===== src/aggre_cfg_pkg.sv =====
package aggre_cfg_pkg;

    // Pipe count is fixed, the order rotation is written for four
    localparam int NUM_PIPES  = 4;
    localparam int PIPE_IDX_W = 2;

    localparam int DT_WIDTH_DEF = 6; // Video data type width

    // Aggregation mode select
    typedef enum logic [1:0] {
        AGGRE_NONE   = 2'd0,
        AGGRE_CONCAT = 2'd1, // Line interleaved concatenation
        AGGRE_RSVD2  = 2'd2,
        AGGRE_RSVD3  = 2'd3
    } aggre_mode_t;

    // Per pipe write mode
    typedef enum logic [1:0] {
        WR_MASKED = 2'd0, // Pipe masked after video loss or force mask
        WR_CONCAT = 2'd2,
        WR_IDLE   = 2'd3
    } wr_mode_t;

endpackage


===== src/aggre_sch_pkg.sv =====
package aggre_sch_pkg;

    // Configuration FSM
    typedef enum logic [2:0] {
        INIT         = 3'd0,
        IDLE         = 3'd1,
        START_SCH    = 3'd2,
        WAIT_END_SCH = 3'd3,
        CFG_UPDATE   = 3'd4,
        PIPE_CLEAR   = 3'd5
    } concat_state_t;

    // Line scheduler FSM
    typedef enum logic [2:0] {
        SILENT          = 3'd0,
        START_CONCAT    = 3'd1,
        MASTER          = 3'd2,
        ORDER           = 3'd3,
        WAIT_ACK        = 3'd4,
        CLEAR_STATE     = 3'd5,
        WAIT_LINE_END   = 3'd6,
        END_CONCAT      = 3'd7
    } sch_state_t;

endpackage


===== src/data_type_compare.sv =====
`timescale 1ns/1ns

module data_type_compare
    import aggre_cfg_pkg::*;
#(
    parameter int DT_WIDTH = DT_WIDTH_DEF
) (
    input  logic [NUM_PIPES-1:0]               dt_vld,
    input  logic [NUM_PIPES-1:0][DT_WIDTH-1:0] dt,
    output logic                               dt_fail
);

    // Any two valid inputs carrying different types fail the check
    // Zero or one valid input never fails
    always_comb begin
        dt_fail = 1'b0;
        for (int i = 0; i < NUM_PIPES - 1; i++) begin
            for (int j = i + 1; j < NUM_PIPES; j++) begin
                if (dt_vld[i] && dt_vld[j] && (dt[i] != dt[j])) begin
                    dt_fail = 1'b1;
                end
            end
        end
    end

endmodule


===== src/concat_cfg_ctrl.sv =====
`timescale 1ns/1ns

module concat_cfg_ctrl
    import aggre_cfg_pkg::*;
    import aggre_sch_pkg::*;
#(
    parameter int DT_WIDTH = DT_WIDTH_DEF
) (
    input  logic                               aggre_clk,
    input  logic                               aggre_clk_rst_n,
    input  aggre_mode_t                        aggre_mode,
    input  logic [NUM_PIPES-1:0]               concat_en,
    input  logic [NUM_PIPES-1:0]               video_loss,
    input  logic [NUM_PIPES-1:0]               empty,
    input  logic                               frame_sync_lock,
    input  logic [NUM_PIPES-1:0]               auto_mask_en,
    input  logic [NUM_PIPES-1:0]               force_video_mask,
    input  logic [NUM_PIPES-1:0]               video_mask_restart,
    input  logic [NUM_PIPES-1:0]               dt_vld,
    input  logic [NUM_PIPES-1:0][DT_WIDTH-1:0] dt,
    input  logic                               sch_end,
    output wr_mode_t [NUM_PIPES-1:0]           wr_mode,
    output logic [NUM_PIPES-1:0]               wr_mode_strobe,
    output logic [NUM_PIPES-1:0]               pipe_clear_bit_map,
    output logic                               sch_data_type_align_fail_int,
    output logic                               sch_start,
    output logic [NUM_PIPES-1:0]               pipe_rdy
);

    concat_state_t        cs;
    concat_state_t        ns;
    logic                 concat_mode;
    logic [NUM_PIPES-1:0] mode_mask;    // concat_mode replicated per pipe
    logic [NUM_PIPES-1:0] auto_en;
    logic [NUM_PIPES-1:0] loss_map;
    logic [NUM_PIPES-1:0] recover_map;
    logic                 pipe_quit;
    logic                 pipe_recover;
    logic                 pipe_qualify;
    logic [NUM_PIPES-1:0] mask_map;
    logic                 start_cond;
    logic [NUM_PIPES-1:0] cmp_vld;
    logic                 dt_fail;

    assign concat_mode = (aggre_mode == AGGRE_CONCAT);
    assign mode_mask   = {NUM_PIPES{concat_mode}};
    assign auto_en     = concat_en & auto_mask_en;

    assign loss_map     = video_loss & auto_en & mode_mask;
    assign pipe_quit    = |loss_map;
    assign recover_map  = concat_en & video_mask_restart & auto_en & mode_mask & mask_map;
    assign pipe_recover = |recover_map;

    assign pipe_rdy = ~empty & concat_en & mode_mask;

    // Every enabled pipe either has data or is masked
    assign pipe_qualify = ((concat_en & (pipe_rdy | mask_map)) == concat_en);

    always_ff @(posedge aggre_clk or negedge aggre_clk_rst_n) begin
        if (!aggre_clk_rst_n) begin
            cs <= INIT;
        end else begin
            cs <= ns;
        end
    end

    always_comb begin
        ns = cs;
        case (cs)
            INIT: begin
                if (concat_mode && frame_sync_lock) ns = CFG_UPDATE;
            end
            IDLE: begin
                if (pipe_quit || pipe_recover) begin
                    ns = CFG_UPDATE;
                end else if (pipe_qualify) begin
                    ns = START_SCH;
                end
            end
            START_SCH:    ns = WAIT_END_SCH;
            WAIT_END_SCH: begin
                if (sch_end) ns = IDLE; // Never comes after an aligned-type failure
            end
            CFG_UPDATE:   ns = PIPE_CLEAR;
            PIPE_CLEAR:   ns = IDLE;
            default:      ns = INIT;
        endcase
    end

    // Mask bitmap, force mask seeds it on lock
    always_ff @(posedge aggre_clk or negedge aggre_clk_rst_n) begin
        if (!aggre_clk_rst_n) begin
            mask_map <= '0;
        end else if (cs == INIT && ns == CFG_UPDATE) begin
            mask_map <= concat_en & force_video_mask;
        end else if (cs == IDLE && ns == CFG_UPDATE) begin
            if (pipe_quit) begin
                mask_map <= mask_map | loss_map;
            end else begin
                mask_map <= mask_map & ~recover_map;
            end
        end
    end

    // One cycle write mode publish
    always_ff @(posedge aggre_clk or negedge aggre_clk_rst_n) begin
        if (!aggre_clk_rst_n) begin
            wr_mode        <= {NUM_PIPES{WR_IDLE}};
            wr_mode_strobe <= '0;
        end else if (concat_mode && cs == CFG_UPDATE) begin
            for (int i = 0; i < NUM_PIPES; i++) begin
                if (!concat_en[i]) begin
                    wr_mode[i] <= WR_IDLE;
                end else if (mask_map[i]) begin
                    wr_mode[i] <= WR_MASKED;
                end else begin
                    wr_mode[i] <= WR_CONCAT;
                end
            end
            wr_mode_strobe <= concat_en;
        end else begin
            wr_mode        <= {NUM_PIPES{WR_IDLE}};
            wr_mode_strobe <= '0;
        end
    end

    always_ff @(posedge aggre_clk or negedge aggre_clk_rst_n) begin
        if (!aggre_clk_rst_n) begin
            pipe_clear_bit_map <= '0;
        end else if (cs == CFG_UPDATE) begin
            pipe_clear_bit_map <= concat_en;
        end else begin
            pipe_clear_bit_map <= '0;
        end
    end

    // Data types of the ready pipes are only compared on round start
    assign start_cond = (cs == IDLE) && (ns == START_SCH);
    assign cmp_vld    = {NUM_PIPES{start_cond}} & pipe_rdy & dt_vld;

    data_type_compare #(
        .DT_WIDTH (DT_WIDTH)
    ) u_data_type_compare (
        .dt_vld  (cmp_vld),
        .dt      (dt),
        .dt_fail (dt_fail)
    );

    assign sch_start = start_cond & ~dt_fail;

    always_ff @(posedge aggre_clk or negedge aggre_clk_rst_n) begin
        if (!aggre_clk_rst_n) begin
            sch_data_type_align_fail_int <= 1'b0;
        end else if (concat_mode) begin
            sch_data_type_align_fail_int <= dt_fail;
        end
    end

endmodule


===== src/line_sched.sv =====
`timescale 1ns/1ns

module line_sched
    import aggre_cfg_pkg::*;
    import aggre_sch_pkg::*;
(
    input  logic                  aggre_clk,
    input  logic                  aggre_clk_rst_n,
    input  logic [NUM_PIPES-1:0]  concat_en,
    input  logic [NUM_PIPES-1:0]  ack,
    input  logic [NUM_PIPES-1:0]  line_end,
    input  logic [PIPE_IDX_W-1:0] master_pipe,
    input  logic                  sch_start,
    input  logic [NUM_PIPES-1:0]  pipe_rdy,
    output logic [NUM_PIPES-1:0]  up_state_concat,
    output logic [NUM_PIPES-1:0]  ack_concat,
    output logic [NUM_PIPES-1:0]  line_end_concat,
    output logic                  sch_end
);

    sch_state_t                            cs;
    sch_state_t                            ns;
    logic [NUM_PIPES-1:0]                  slot_vld;
    logic [NUM_PIPES-1:0][PIPE_IDX_W-1:0]  slot_pipe;
    logic [NUM_PIPES-1:0]                  rot_vld;
    logic [NUM_PIPES-1:0][PIPE_IDX_W-1:0]  rot_pipe;
    logic [PIPE_IDX_W-1:0]                 first_idx;
    logic                                  found;
    logic [PIPE_IDX_W-1:0]                 rot_idx;
    logic [PIPE_IDX_W-1:0]                 order;
    logic                                  master_first;
    logic                                  master_flag;
    logic                                  ack_seen;

    assign ack_concat      = concat_en & ack;
    assign line_end_concat = concat_en & line_end;

    assign ack_seen = (cs == WAIT_ACK) && (ns == CLEAR_STATE);

    // First valid slot
    always_comb begin
        first_idx = '0;
        found     = 1'b0;
        for (int i = 0; i < NUM_PIPES; i++) begin
            if (slot_vld[i] && !found) begin
                first_idx = PIPE_IDX_W'(i);
                found     = 1'b1;
            end
        end
    end

    assign order   = slot_pipe[first_idx];
    assign rot_idx = master_flag ? master_pipe : first_idx; // Master sits in its own slot

    // Served slot goes to the tail, the rest keep cyclic order after it
    always_comb begin
        for (int k = 0; k < NUM_PIPES - 1; k++) begin
            rot_vld[k]  = slot_vld[rot_idx + PIPE_IDX_W'(k + 1)];
            rot_pipe[k] = slot_pipe[rot_idx + PIPE_IDX_W'(k + 1)];
        end
        rot_vld[NUM_PIPES-1]  = 1'b0;
        rot_pipe[NUM_PIPES-1] = slot_pipe[rot_idx];
    end

    always_ff @(posedge aggre_clk or negedge aggre_clk_rst_n) begin
        if (!aggre_clk_rst_n) begin
            slot_vld  <= '0;
            slot_pipe <= '0;
        end else if (sch_start) begin
            slot_vld <= pipe_rdy;
            for (int i = 0; i < NUM_PIPES; i++) begin
                slot_pipe[i] <= PIPE_IDX_W'(i);
            end
        end else if (ack_seen) begin
            slot_vld  <= rot_vld;
            slot_pipe <= rot_pipe;
        end
    end

    always_ff @(posedge aggre_clk or negedge aggre_clk_rst_n) begin
        if (!aggre_clk_rst_n) begin
            master_first <= 1'b1;
        end else if (sch_start) begin
            master_first <= pipe_rdy[master_pipe];
        end
    end

    // Set while the master grant is out
    always_ff @(posedge aggre_clk or negedge aggre_clk_rst_n) begin
        if (!aggre_clk_rst_n) begin
            master_flag <= 1'b0;
        end else if (cs == MASTER) begin
            master_flag <= 1'b1;
        end else if (ack_seen) begin
            master_flag <= 1'b0;
        end
    end

    always_ff @(posedge aggre_clk or negedge aggre_clk_rst_n) begin
        if (!aggre_clk_rst_n) begin
            cs <= SILENT;
        end else begin
            cs <= ns;
        end
    end

    always_comb begin
        ns = cs;
        case (cs)
            SILENT: begin
                if (sch_start) ns = START_CONCAT;
            end
            START_CONCAT: ns = master_first ? MASTER : ORDER;
            MASTER:       ns = WAIT_ACK;
            ORDER:        ns = WAIT_ACK;
            WAIT_ACK: begin
                if (|ack_concat) ns = CLEAR_STATE;
            end
            CLEAR_STATE:  ns = WAIT_LINE_END;
            WAIT_LINE_END: begin
                if (|line_end_concat) begin
                    ns = (|slot_vld) ? ORDER : SILENT;
                end
            end
            END_CONCAT:   ns = SILENT;
            default:      ns = SILENT;
        endcase
    end

    // Grants, one pipe at a time
    always_ff @(posedge aggre_clk or negedge aggre_clk_rst_n) begin
        if (!aggre_clk_rst_n) begin
            up_state_concat <= '0;
        end else begin
            for (int j = 0; j < NUM_PIPES; j++) begin
                if (ns == MASTER && master_pipe == PIPE_IDX_W'(j)) begin
                    up_state_concat[j] <= 1'b1;
                end else if (ns == ORDER && order == PIPE_IDX_W'(j)) begin
                    up_state_concat[j] <= 1'b1;
                end else if (ns == CLEAR_STATE && ack_concat[j]) begin
                    up_state_concat[j] <= 1'b0;
                end
            end
        end
    end

    always_ff @(posedge aggre_clk or negedge aggre_clk_rst_n) begin
        if (!aggre_clk_rst_n) begin
            sch_end <= 1'b0;
        end else begin
            sch_end <= (cs == WAIT_LINE_END) && (ns == SILENT);
        end
    end

endmodule


===== src/concat_line_top.sv =====
`timescale 1ns/1ns

module concat_line_top
    import aggre_cfg_pkg::*;
#(
    parameter int DT_WIDTH = DT_WIDTH_DEF
) (
    input  logic                               aggre_clk,
    input  logic                               aggre_clk_rst_n,
    input  aggre_mode_t                        aggre_mode,
    input  logic [NUM_PIPES-1:0]               concat_en,
    input  logic [NUM_PIPES-1:0]               video_loss,
    input  logic [NUM_PIPES-1:0]               empty,
    input  logic [NUM_PIPES-1:0]               ack,
    input  logic [NUM_PIPES-1:0]               line_end,
    input  logic                               frame_sync_lock,
    input  logic [PIPE_IDX_W-1:0]              master_pipe,
    input  logic [NUM_PIPES-1:0]               auto_mask_en,
    input  logic [NUM_PIPES-1:0]               force_video_mask,
    input  logic [NUM_PIPES-1:0]               video_mask_restart,
    input  logic [NUM_PIPES-1:0]               dt_vld,
    input  logic [NUM_PIPES-1:0][DT_WIDTH-1:0] dt,
    output logic [NUM_PIPES-1:0]               up_state_concat,
    output logic [NUM_PIPES-1:0]               ack_concat,
    output logic [NUM_PIPES-1:0]               line_end_concat,
    output wr_mode_t [NUM_PIPES-1:0]           wr_mode,
    output logic [NUM_PIPES-1:0]               wr_mode_strobe,
    output logic [NUM_PIPES-1:0]               pipe_clear_bit_map,
    output logic                               sch_data_type_align_fail_int
);

    logic                 sch_start; // Round start pulse
    logic                 sch_end;
    logic [NUM_PIPES-1:0] pipe_rdy;

    concat_cfg_ctrl #(
        .DT_WIDTH (DT_WIDTH)
    ) u_concat_cfg_ctrl (
        .aggre_clk                    (aggre_clk),
        .aggre_clk_rst_n              (aggre_clk_rst_n),
        .aggre_mode                   (aggre_mode),
        .concat_en                    (concat_en),
        .video_loss                   (video_loss),
        .empty                        (empty),
        .frame_sync_lock              (frame_sync_lock),
        .auto_mask_en                 (auto_mask_en),
        .force_video_mask             (force_video_mask),
        .video_mask_restart           (video_mask_restart),
        .dt_vld                       (dt_vld),
        .dt                           (dt),
        .sch_end                      (sch_end),
        .wr_mode                      (wr_mode),
        .wr_mode_strobe               (wr_mode_strobe),
        .pipe_clear_bit_map           (pipe_clear_bit_map),
        .sch_data_type_align_fail_int (sch_data_type_align_fail_int),
        .sch_start                    (sch_start),
        .pipe_rdy                     (pipe_rdy)
    );

    line_sched u_line_sched (
        .aggre_clk       (aggre_clk),
        .aggre_clk_rst_n (aggre_clk_rst_n),
        .concat_en       (concat_en),
        .ack             (ack),
        .line_end        (line_end),
        .master_pipe     (master_pipe),
        .sch_start       (sch_start),
        .pipe_rdy        (pipe_rdy),
        .up_state_concat (up_state_concat),
        .ack_concat      (ack_concat),
        .line_end_concat (line_end_concat),
        .sch_end         (sch_end)
    );

endmodule


===== config.mk =====
export PLATFORM = sky130hd
export DESIGN_NAME = concat_line_top
export DESIGN_NICKNAME = d
export VERILOG_FILES = /design/src/aggre_cfg_pkg.sv /design/src/aggre_sch_pkg.sv /design/src/data_type_compare.sv /design/src/concat_cfg_ctrl.sv /design/src/line_sched.sv /design/src/concat_line_top.sv
export SDC_FILE = /design/constraint.sdc
export NUM_CORES = 1
export LEC_CHECK = 0
export CAP_MARGIN = 10
export CORE_UTILIZATION = 25
export CTS_CLUSTER_DIAMETER = 100
export DETAILED_ROUTE_END_ITERATION = 8
export DONT_BUFFER_PORTS = 1
export HOLD_SLACK_MARGIN = 0.08
export PLACE_DENSITY = 0.38
export SETUP_SLACK_MARGIN = 0.2
export SLEW_MARGIN = 10
export SYNTH_ARGS = -nofsm -noshare
export SYNTH_HDL_FRONTEND = slang
export SYNTH_SLANG_ARGS = --single-unit

===== constraint.sdc =====
create_clock -name aggre_clk -period 2.2 [get_ports aggre_clk]
set_input_delay 0.11 -clock aggre_clk [delete_from_list [all_inputs] [get_ports aggre_clk]]
set_output_delay 0.11 -clock aggre_clk [all_outputs]
set_load 0.01 [all_outputs]

== After elaboration in Yosys (flattened, before gate mapping) ==
Index checks and enable logic that the tools add are counted.

* Reductions and logical operators: 56
* $lt $le $gt $ge: 6
* Divide/modulo/power cells: 0
* Muxes and demuxes: 74
* Bitwise logic cells: 22
* Add/subtract/negate cells: 3
* Equal/unequal tests: 31
* $mul: 0
* Shift-type cells: 0

{| class="wikitable"
|+ Operator list
! kind !! number
|-
| $and 4x4->4 || 16
|-
| $ne 6x6->1 || 6
|-
| $logic_and 1x1->1 || 34
|-
| $mux 2 || 17
|-
| $mux 1 || 29
|-
| $mux 4 || 7
|-
| $eq 3x3->1 const B || 8
|-
| $mux 8 || 3
|-
| $eq 3x2->1 const B || 7
|-
| $mux 3 || 7
|-
| $pmux 3 s7 || 1
|-
| $bmux 2 s2 || 5
|-
| $reduce_or 4->1 || 5
|-
| $lt 2x3->1 const B || 6
|-
| $pmux 3 s6 || 1
|-
| $reduce_bool 3->1 || 4
|-
| $logic_not 3->1 || 3
|-
| $bmux 1 s2 || 4
|-
| $eq 2x2->1 const B || 4
|-
| $not 4->4 || 2
|-
| $or 4x4->4 || 2
|-
| $eq 2x1->1 const B || 3
|-
| $eq 3x1->1 const B || 2
|-
| $reduce_bool 2->1 || 3
|-
| 9 further kinds || 13
|}

* Register bits after elaboration: 46
* ROM bits: 0
* Bits in latches: 0
* Memories: 0
* Input port bits: 67
* RAM bits: 0
* Output and inout port bits: 29
* Word-level logic and storage cells: 214

== Depth between registers and ports, before layout ==
* Depth after elaboration: 30
* Depth in mapped cells: 8
* Gate-level depth less buffers: 6

== Modules after synthesis ==
From an unflattened synthesis, not the netlist that was laid out.

* Cells, all modules: 335
* Area, all modules: 3244.4 sq um

{| class="wikitable"
|+ By module, submodules not included
! module !! sequential area each (sq um) !! times used !! area each (sq um) !! cells each
|-
| line_sched || 551.8 || 1 || 1575.3 || 168
|-
| concat_cfg_ctrl || 610.6 || 1 || 1242.4 || 115
|-
| data_type_compare || 0.0 || 1 || 426.7 || 52
|}

== Worst setup path before layout ==
OpenSTA, ideal clock, no wires.

* Path type: reg2reg
* From: register u_line_sched.slot_vld[0]
* To: register u_line_sched.slot_pipe[1] (netlist bit)
* Stages on the path, launching flop included: 7
* Required time: 2.054 ns
* Period minus slack after synthesis: 2.131 ns
* Slack: 0.069 ns
* Path buffers: 2
* Arrival: 1.984 ns
* Library setup time: 0.146 ns
* Cells stage by stage: dfrtp_1 -> clkbuf_1 -> o41ai_1 -> buf_2 -> mux4_2 -> mux2i_1 -> a31oi_1

* Longest elaborated chain between the ends: 16
* Elaborated cells between the ends (all ways): 25
* Classes of those cells: add/sub (1); eq/ne (1); mux (14); reduce/logical (9)

{| class="wikitable"
|+ RTL lines
! element !! line !! RTL
|-
| start, declared || line_sched.sv:23 || <nowiki>logic [NUM_PIPES-1:0] slot_vld;</nowiki>
|-
| start signal, assigned || line_sched.sv:70 || <nowiki>slot_vld <= pipe_rdy;</nowiki>
|-
| start signal, assigned || line_sched.sv:75 || <nowiki>slot_vld <= rot_vld;</nowiki>
|-
| $mux 1 || line_sched.sv:45 || <nowiki>if (slot_vld[i] && !found) begin</nowiki>
|-
| $logic_not 1->1 || line_sched.sv:45 ||
|-
| $logic_and 1x1->1 || line_sched.sv:45 ||
|-
| $mux 1 || line_sched.sv:45 ||
|-
| $logic_not 1->1 || line_sched.sv:45 ||
|-
| $logic_and 1x1->1 || line_sched.sv:45 ||
|-
| $mux 1 || line_sched.sv:45 ||
|-
| $logic_not 1->1 || line_sched.sv:45 ||
|-
| $logic_and 1x1->1 || line_sched.sv:45 ||
|-
| $mux 2 || line_sched.sv:45 ||
|-
| $mux 2 || line_sched.sv:53 || <nowiki>assign rot_idx = master_flag ? master_pipe : first_idx;</nowiki>
|-
| $add 2x1->2 || line_sched.sv:59 || <nowiki>rot_pipe[k] = slot_pipe[rot_idx + PIPE_IDX_W'(k + 1)];</nowiki>
|-
| $bmux 2 s2 || line_sched.sv:59 ||
|-
| $mux 2 (implied by the code) || line_sched.sv:59 ||
|-
| $mux 8 || line_sched.sv:74 || <nowiki>end else if (ack_seen) begin</nowiki>
|-
| $mux 8 || line_sched.sv:69 || <nowiki>end else if (sch_start) begin</nowiki>
|-
| end signal, assigned by index || line_sched.sv:72 || <nowiki>slot_pipe[i] <= PIPE_IDX_W'(i);</nowiki>
|-
| end signal, assigned || line_sched.sv:76 || <nowiki>slot_pipe <= rot_pipe;</nowiki>
|-
| end, declared || line_sched.sv:24 || <nowiki>logic [NUM_PIPES-1:0][PIPE_IDX_W-1:0] slot_pipe;</nowiki>
|}

Parallel ways exist; a longest one is shown, timed or not. The select of a mux whose other input is x is not followed.
A chain may end at the register's enable or synchronous reset.

== Worst setup path in the final report ==
* From: register u_concat_cfg_ctrl.cs[1]
* To: register u_concat_cfg_ctrl.mask_map[1]

* Longest elaborated chain between the ends: 6
* Elaborated cells between the ends (all ways): 16
* Classes of those cells: eq/ne (6); mux (6); reduce/logical (4)

{| class="wikitable"
|+ RTL lines
! element !! line !! RTL
|-
| start, declared || concat_cfg_ctrl.sv:30 || <nowiki>concat_state_t cs;</nowiki>
|-
| start signal, assigned || concat_cfg_ctrl.sv:63 || <nowiki>cs <= ns;</nowiki>
|-
| $mux 3 || concat_cfg_ctrl.sv:76 || <nowiki>end else if (pipe_qualify) begin</nowiki>
|-
| $mux 3 || concat_cfg_ctrl.sv:74 || <nowiki>if (pipe_quit || pipe_recover) begin</nowiki>
|-
| $pmux 3 s6 || concat_cfg_ctrl.sv:69 || <nowiki>case (cs)</nowiki>
|-
| $eq 3x3->1 || concat_cfg_ctrl.sv:94, concat_cfg_ctrl.sv:96 ||
|-
| $logic_and 1x1->1 (on tied branches) || concat_cfg_ctrl.sv:94, concat_cfg_ctrl.sv:96 ||
|-
| $mux 4 / $reduce_bool 2->1 (equally long branches) || n/a ||
|-
| end signal, assigned || concat_cfg_ctrl.sv:95 || <nowiki>mask_map <= concat_en & force_video_mask;</nowiki>
|-
| end signal, assigned || concat_cfg_ctrl.sv:98 || <nowiki>mask_map <= mask_map | loss_map;</nowiki>
|-
| end signal, assigned || concat_cfg_ctrl.sv:100 || <nowiki>mask_map <= mask_map & ~recover_map;</nowiki>
|-
| end, declared || concat_cfg_ctrl.sv:40 || <nowiki>logic [NUM_PIPES-1:0] mask_map;</nowiki>
|}

Parallel ways exist; a longest one is shown, timed or not.

==> results.md <==
- The flow ran to the end, and the final reports show no timing, DRC or antenna violations.
- The final hold violation count is 0.
- The clock insertion delay at the later pin of the skew report is 0.29 ns.
- Synthesis produced a netlist whose cell count is 330.
- Data on the critical path is required at its endpoint by 2.38 ns.
- The post-place setup slack is 0.169 ns.
- With fillers left out, the area of the finished cells amounts to 3900 um2.
- The fraction of layout instances using a drive strength above 1 is 20.8%.
- By count the netlist is led by 37 x sky130_fd_sc_hd__dfrtp_1, 36 x sky130_fd_sc_hd__nand2_1, 32 x sky130_fd_sc_hd__xor2_1.
- STA puts the critical path data arrival time at 2.18 ns.
- The number of buffer cells added on primary ports is 0.
- Hold timing on the final database bottoms out at a slack of 0.112 ns.
- The number of failing setup endpoints in the final timing report is 0.
- 96 I/O pins were placed.
- Of all flip-flops after synthesis, the portion carrying an async set or reset was 100%.
- For this run, design rule violations remaining after detail routing come to 0.
- The fraction of the mapped netlist area in compound gates is 15.0%.
- The number of global-route vias before repair is 2,753.
- The maximum vdd drop is 318 uV.
- In the synthesized netlist, mux cells make up 12.7% of the area.
- Once detail routing completed, the nets flagged for antenna violations numbered 0.
- Sequential elements use 36.8% of the synthesized area.
- The first-pass GRT wire length is 14,200 um.
- In this run, distinct cell masters in the synthesized netlist total 52.
- The tree is rooted in a sky130_fd_sc_hd__clkbuf_16.
- After detailed routing, the number of vias per cell comes to 5.02.
- After layout, the design draws a total of 4.43 mW.
- In this run the static leakage power is 1.66 nW.
- The worst slew slack as a fraction of its limit is 67.1%.
- The area growth from synthesis to layout is 23.4%.
- Static timing analysis puts the maximum clock frequency at 0.501 GHz.
- The number of detailed-route iterations in the first pass is 4.
- The count of vias placed by the detailed router is 2,654.
- TritonCTS built the clock tree.
- Setup total negative slack on the finished layout was measured at 0 ns.
- The final RePlAce weighted congestion is 0.738.
- The number of standard cells in the layout, taps in and fillers out is 529.
- The post-synthesis xor/xnor area fraction is 9.98%.
- Dividing total power by cell area gives a power density of 1140 nW/um2.
- The slowest stage of the critical path belongs to the cell sky130_fd_sc_hd__a2111o_1.
- The area of the mapped netlist is 3160 um2.
- For the final database, setup skew stands at 0.00525 ns.
- The region available for standard cell placement spans 12,200 um2.
- The final routed wire length divided by cell count is 17.0 um.
- After detailed placement, the total cell area comes to 3430 um2.
- Of the available clock period, the critical path in the final layout requires 90.6%.
- Counting along the longest clock path gives a buffer depth of 2.
- Sorting the synthesized cells by area gives the leading types as sky130_fd_sc_hd__dfrtp_1 29%, sky130_fd_sc_hd__xor2_1 8.9%, sky130_fd_sc_hd__dfstp_2 7.5%.
- For this design, the sink count on the clock tree is 46.
- The worst setup path is captured at a flop.
- The final layout contains 428 nets.
- The cell accounting for the most synthesized area is sky130_fd_sc_hd__dfrtp_1.
- Setup slack closes at 0.206 ns.
- The number of maximum-capacitance violations is 0.
- The synthesized area per cell is 9.57 um2.
- In this run the biggest area consumer among cell types represents 29.3% of the synthesized area.
- The overall die height is 114 um.
- The count of flip-flops with a built-in enable after synthesis is 0.
- The antenna diode instance count is 0.
- The tightest min-delay check is of the in -> reg type.
- In this run, placement finished with an instance count of 498.
- Wires add up to 8970 um.
- The detailed placer's ending HPWL is 6600 um.
- The critical path start-end classification is reg -> reg.
- The largest single stage delay on the critical path is 0.53 ns.
- The total overflow left after global routing is 0.
- The number of warnings reported in the yosys synthesis log is 0.
- The adder and majority cell fraction of the synthesized area is 0.396%.
- The number of nets handed over by synthesis was 398.
- The clock buffer count from CTS is 5.
- The aggregate global-route resource usage is 14.3%.
- By area, the combinational part of the netlist is dominated by simple AND/OR/NAND/NOR gates.
- The initial antenna violation count is 0.
- The floorplan has 40 rows.
- Once the floorplan was initialized, standard cells occupied 26.0% of the core.
- The floorplan step defined a die boundary enclosing 13,100 um2.
- The final core utilization is 32.0%.
- The critical path goes through ha_2 -> or4_1 -> a2111o_1 -> o22a_1.
- The violation count after the first detailed-routing iteration is 90.
- Setup repair after global routing could not meet its margin everywhere.
- The overall die width is 114 um.
- After Yosys synthesis, and, or, nand and nor cells account for 20.8% of the synthesized area.
- The leading register cell type out of synthesis is sky130_fd_sc_hd__dfrtp_1.
- The post-layout minimum cycle time is 1.99 ns.
- The max-slew violation count is 0.
- The most instantiated library cell after synthesis is sky130_fd_sc_hd__dfrtp_1.
- The CTS H-tree depth is 2.
- For the pin with the worst max-slew slack, the measured transition is 0.493 ns.
- The startpoint kind of the worst setup timing path is a flop.
- After clock tree synthesis, the clock-pin slew on the worst setup and hold paths is 0.07 ns.
- Entering global routing, the biggest net connects 47 pins.
- After synthesis the netlist holds a flip-flop and latch count of 46.
- Of all nets on the critical path, the largest fanout is 8.
-- logic make-up after synthesis --
group | count (synthesis)
AND/OR/NAND/NOR | 122
AO/OA/AOI/OAI | 66
flip-flops | 46
XOR/XNOR | 36
buffers and inverters | 32
multiplexers | 27
adder cells (fa/ha/maj) | 1
-- state kept, by name, indices dropped and copies added (netlist names), 3 cells and up --
register	count
u_line_sched.slot_pipe	8
u_line_sched.up_state_concat	4
u_line_sched.cs	3
u_line_sched.slot_vld	4
u_concat_cfg_ctrl.cs	3
u_concat_cfg_ctrl.mask_map	4
u_concat_cfg_ctrl.pipe_clear_bit_map	4
u_concat_cfg_ctrl.wr_mode	8
u_concat_cfg_ctrl.wr_mode_strobe	4
-- cells in the final DEF, fill, tap and decap left out, types with 5 or more instances in the layout --
cell                            instances
sky130_fd_sc_hd__buf_4                 25
sky130_fd_sc_hd__nand4_1                6
sky130_fd_sc_hd__mux4_2                10
sky130_fd_sc_hd__dlygate4sd3_1         11
sky130_fd_sc_hd__xor2_1                32
sky130_fd_sc_hd__and2_1                 8
sky130_fd_sc_hd__nor2_1                22
sky130_fd_sc_hd__nand3_1                8
sky130_fd_sc_hd__dfstp_2                9
sky130_fd_sc_hd__mux2i_1               16
sky130_fd_sc_hd__o21ai_0                9
sky130_fd_sc_hd__clkbuf_16              5
sky130_fd_sc_hd__o22ai_1                5
sky130_fd_sc_hd__nand2b_1               6
sky130_fd_sc_hd__a31oi_1                6
sky130_fd_sc_hd__a21oi_1               10
sky130_fd_sc_hd__dfrtp_1               35
sky130_fd_sc_hd__nor4_1                 6
sky130_fd_sc_hd__nor2b_1                5
sky130_fd_sc_hd__a211oi_1               6
sky130_fd_sc_hd__nand2_1               36
sky130_fd_sc_hd__inv_1                 15
-- what timing repair did --
| item | 4_1_cts | 5_1_grt |
|---|---|---|
| setup endpoints to repair | 4 | 17 |
| hold buffers | 12 | 0 |
| pin swaps | 2 | 12 |
| gates cloned | 0 | 0 |
| setup buffers | 2 | 9 |
| endpoints found under the hold margin | 70 | 0 |
| resized for setup | 2 | 16 |
-- critical path: cells and delay by family, from the launching register on --
family,cells,cell delay [ns]
AOI/OAI and AO/OA,2,0.79
and+or+nand+nor,1,0.50
DFF,1,0.40
adders and majority gates,1,0.20
-- power by group --
part	switching, mW	internal (mW)
Clock	0.349	0.536
Combinational	0.958	1.13
Sequential	0.326	1.12
Total	1.63	2.79
-- area by class of cell --
class	instances	area, um2
timing repair buffer	40	359
fill	1276	8260
clock inverter	3	45.0
sequential	46	1160
tap	168	210
clock buffer	5	125
inverter	15	56.3
multi-input combinational	252	1940
-- layer usage --
layer | wire length [um] | GRT usage [%]
met5 | 0 | 0
met4 | 99 | 4.16
met3 | 526 | 2.91
met2 | 4210 | 23.4
met1 | 4130 | 19.1
-- path summary, 6_finish.rpt --
path | slack (ns) | depth (start not counted) | end | from
max in group asynchronous | 1.60 | 2 | u_concat_cfg_ctrl.wr_mode[2] | aggre_clk_rst_n
worst min register to register | 0.46 | 1 | u_concat_cfg_ctrl.wr_mode[1] | u_concat_cfg_ctrl.mask_map[0]
worst min-delay path | 0.11 | 3 | u_concat_cfg_ctrl.mask_map[0] | auto_mask_en[0]
worst max-delay path | 0.21 | 4 | u_concat_cfg_ctrl.mask_map[1] | u_concat_cfg_ctrl.cs[1]
min in group asynchronous | 0.30 | 2 | u_concat_cfg_ctrl.wr_mode_strobe[0] | aggre_clk_rst_n
worst max register to register | 0.21 | 4 | u_concat_cfg_ctrl.mask_map[1] | u_concat_cfg_ctrl.cs[1]
Note: power is estimated with default switching activity, not from simulation.
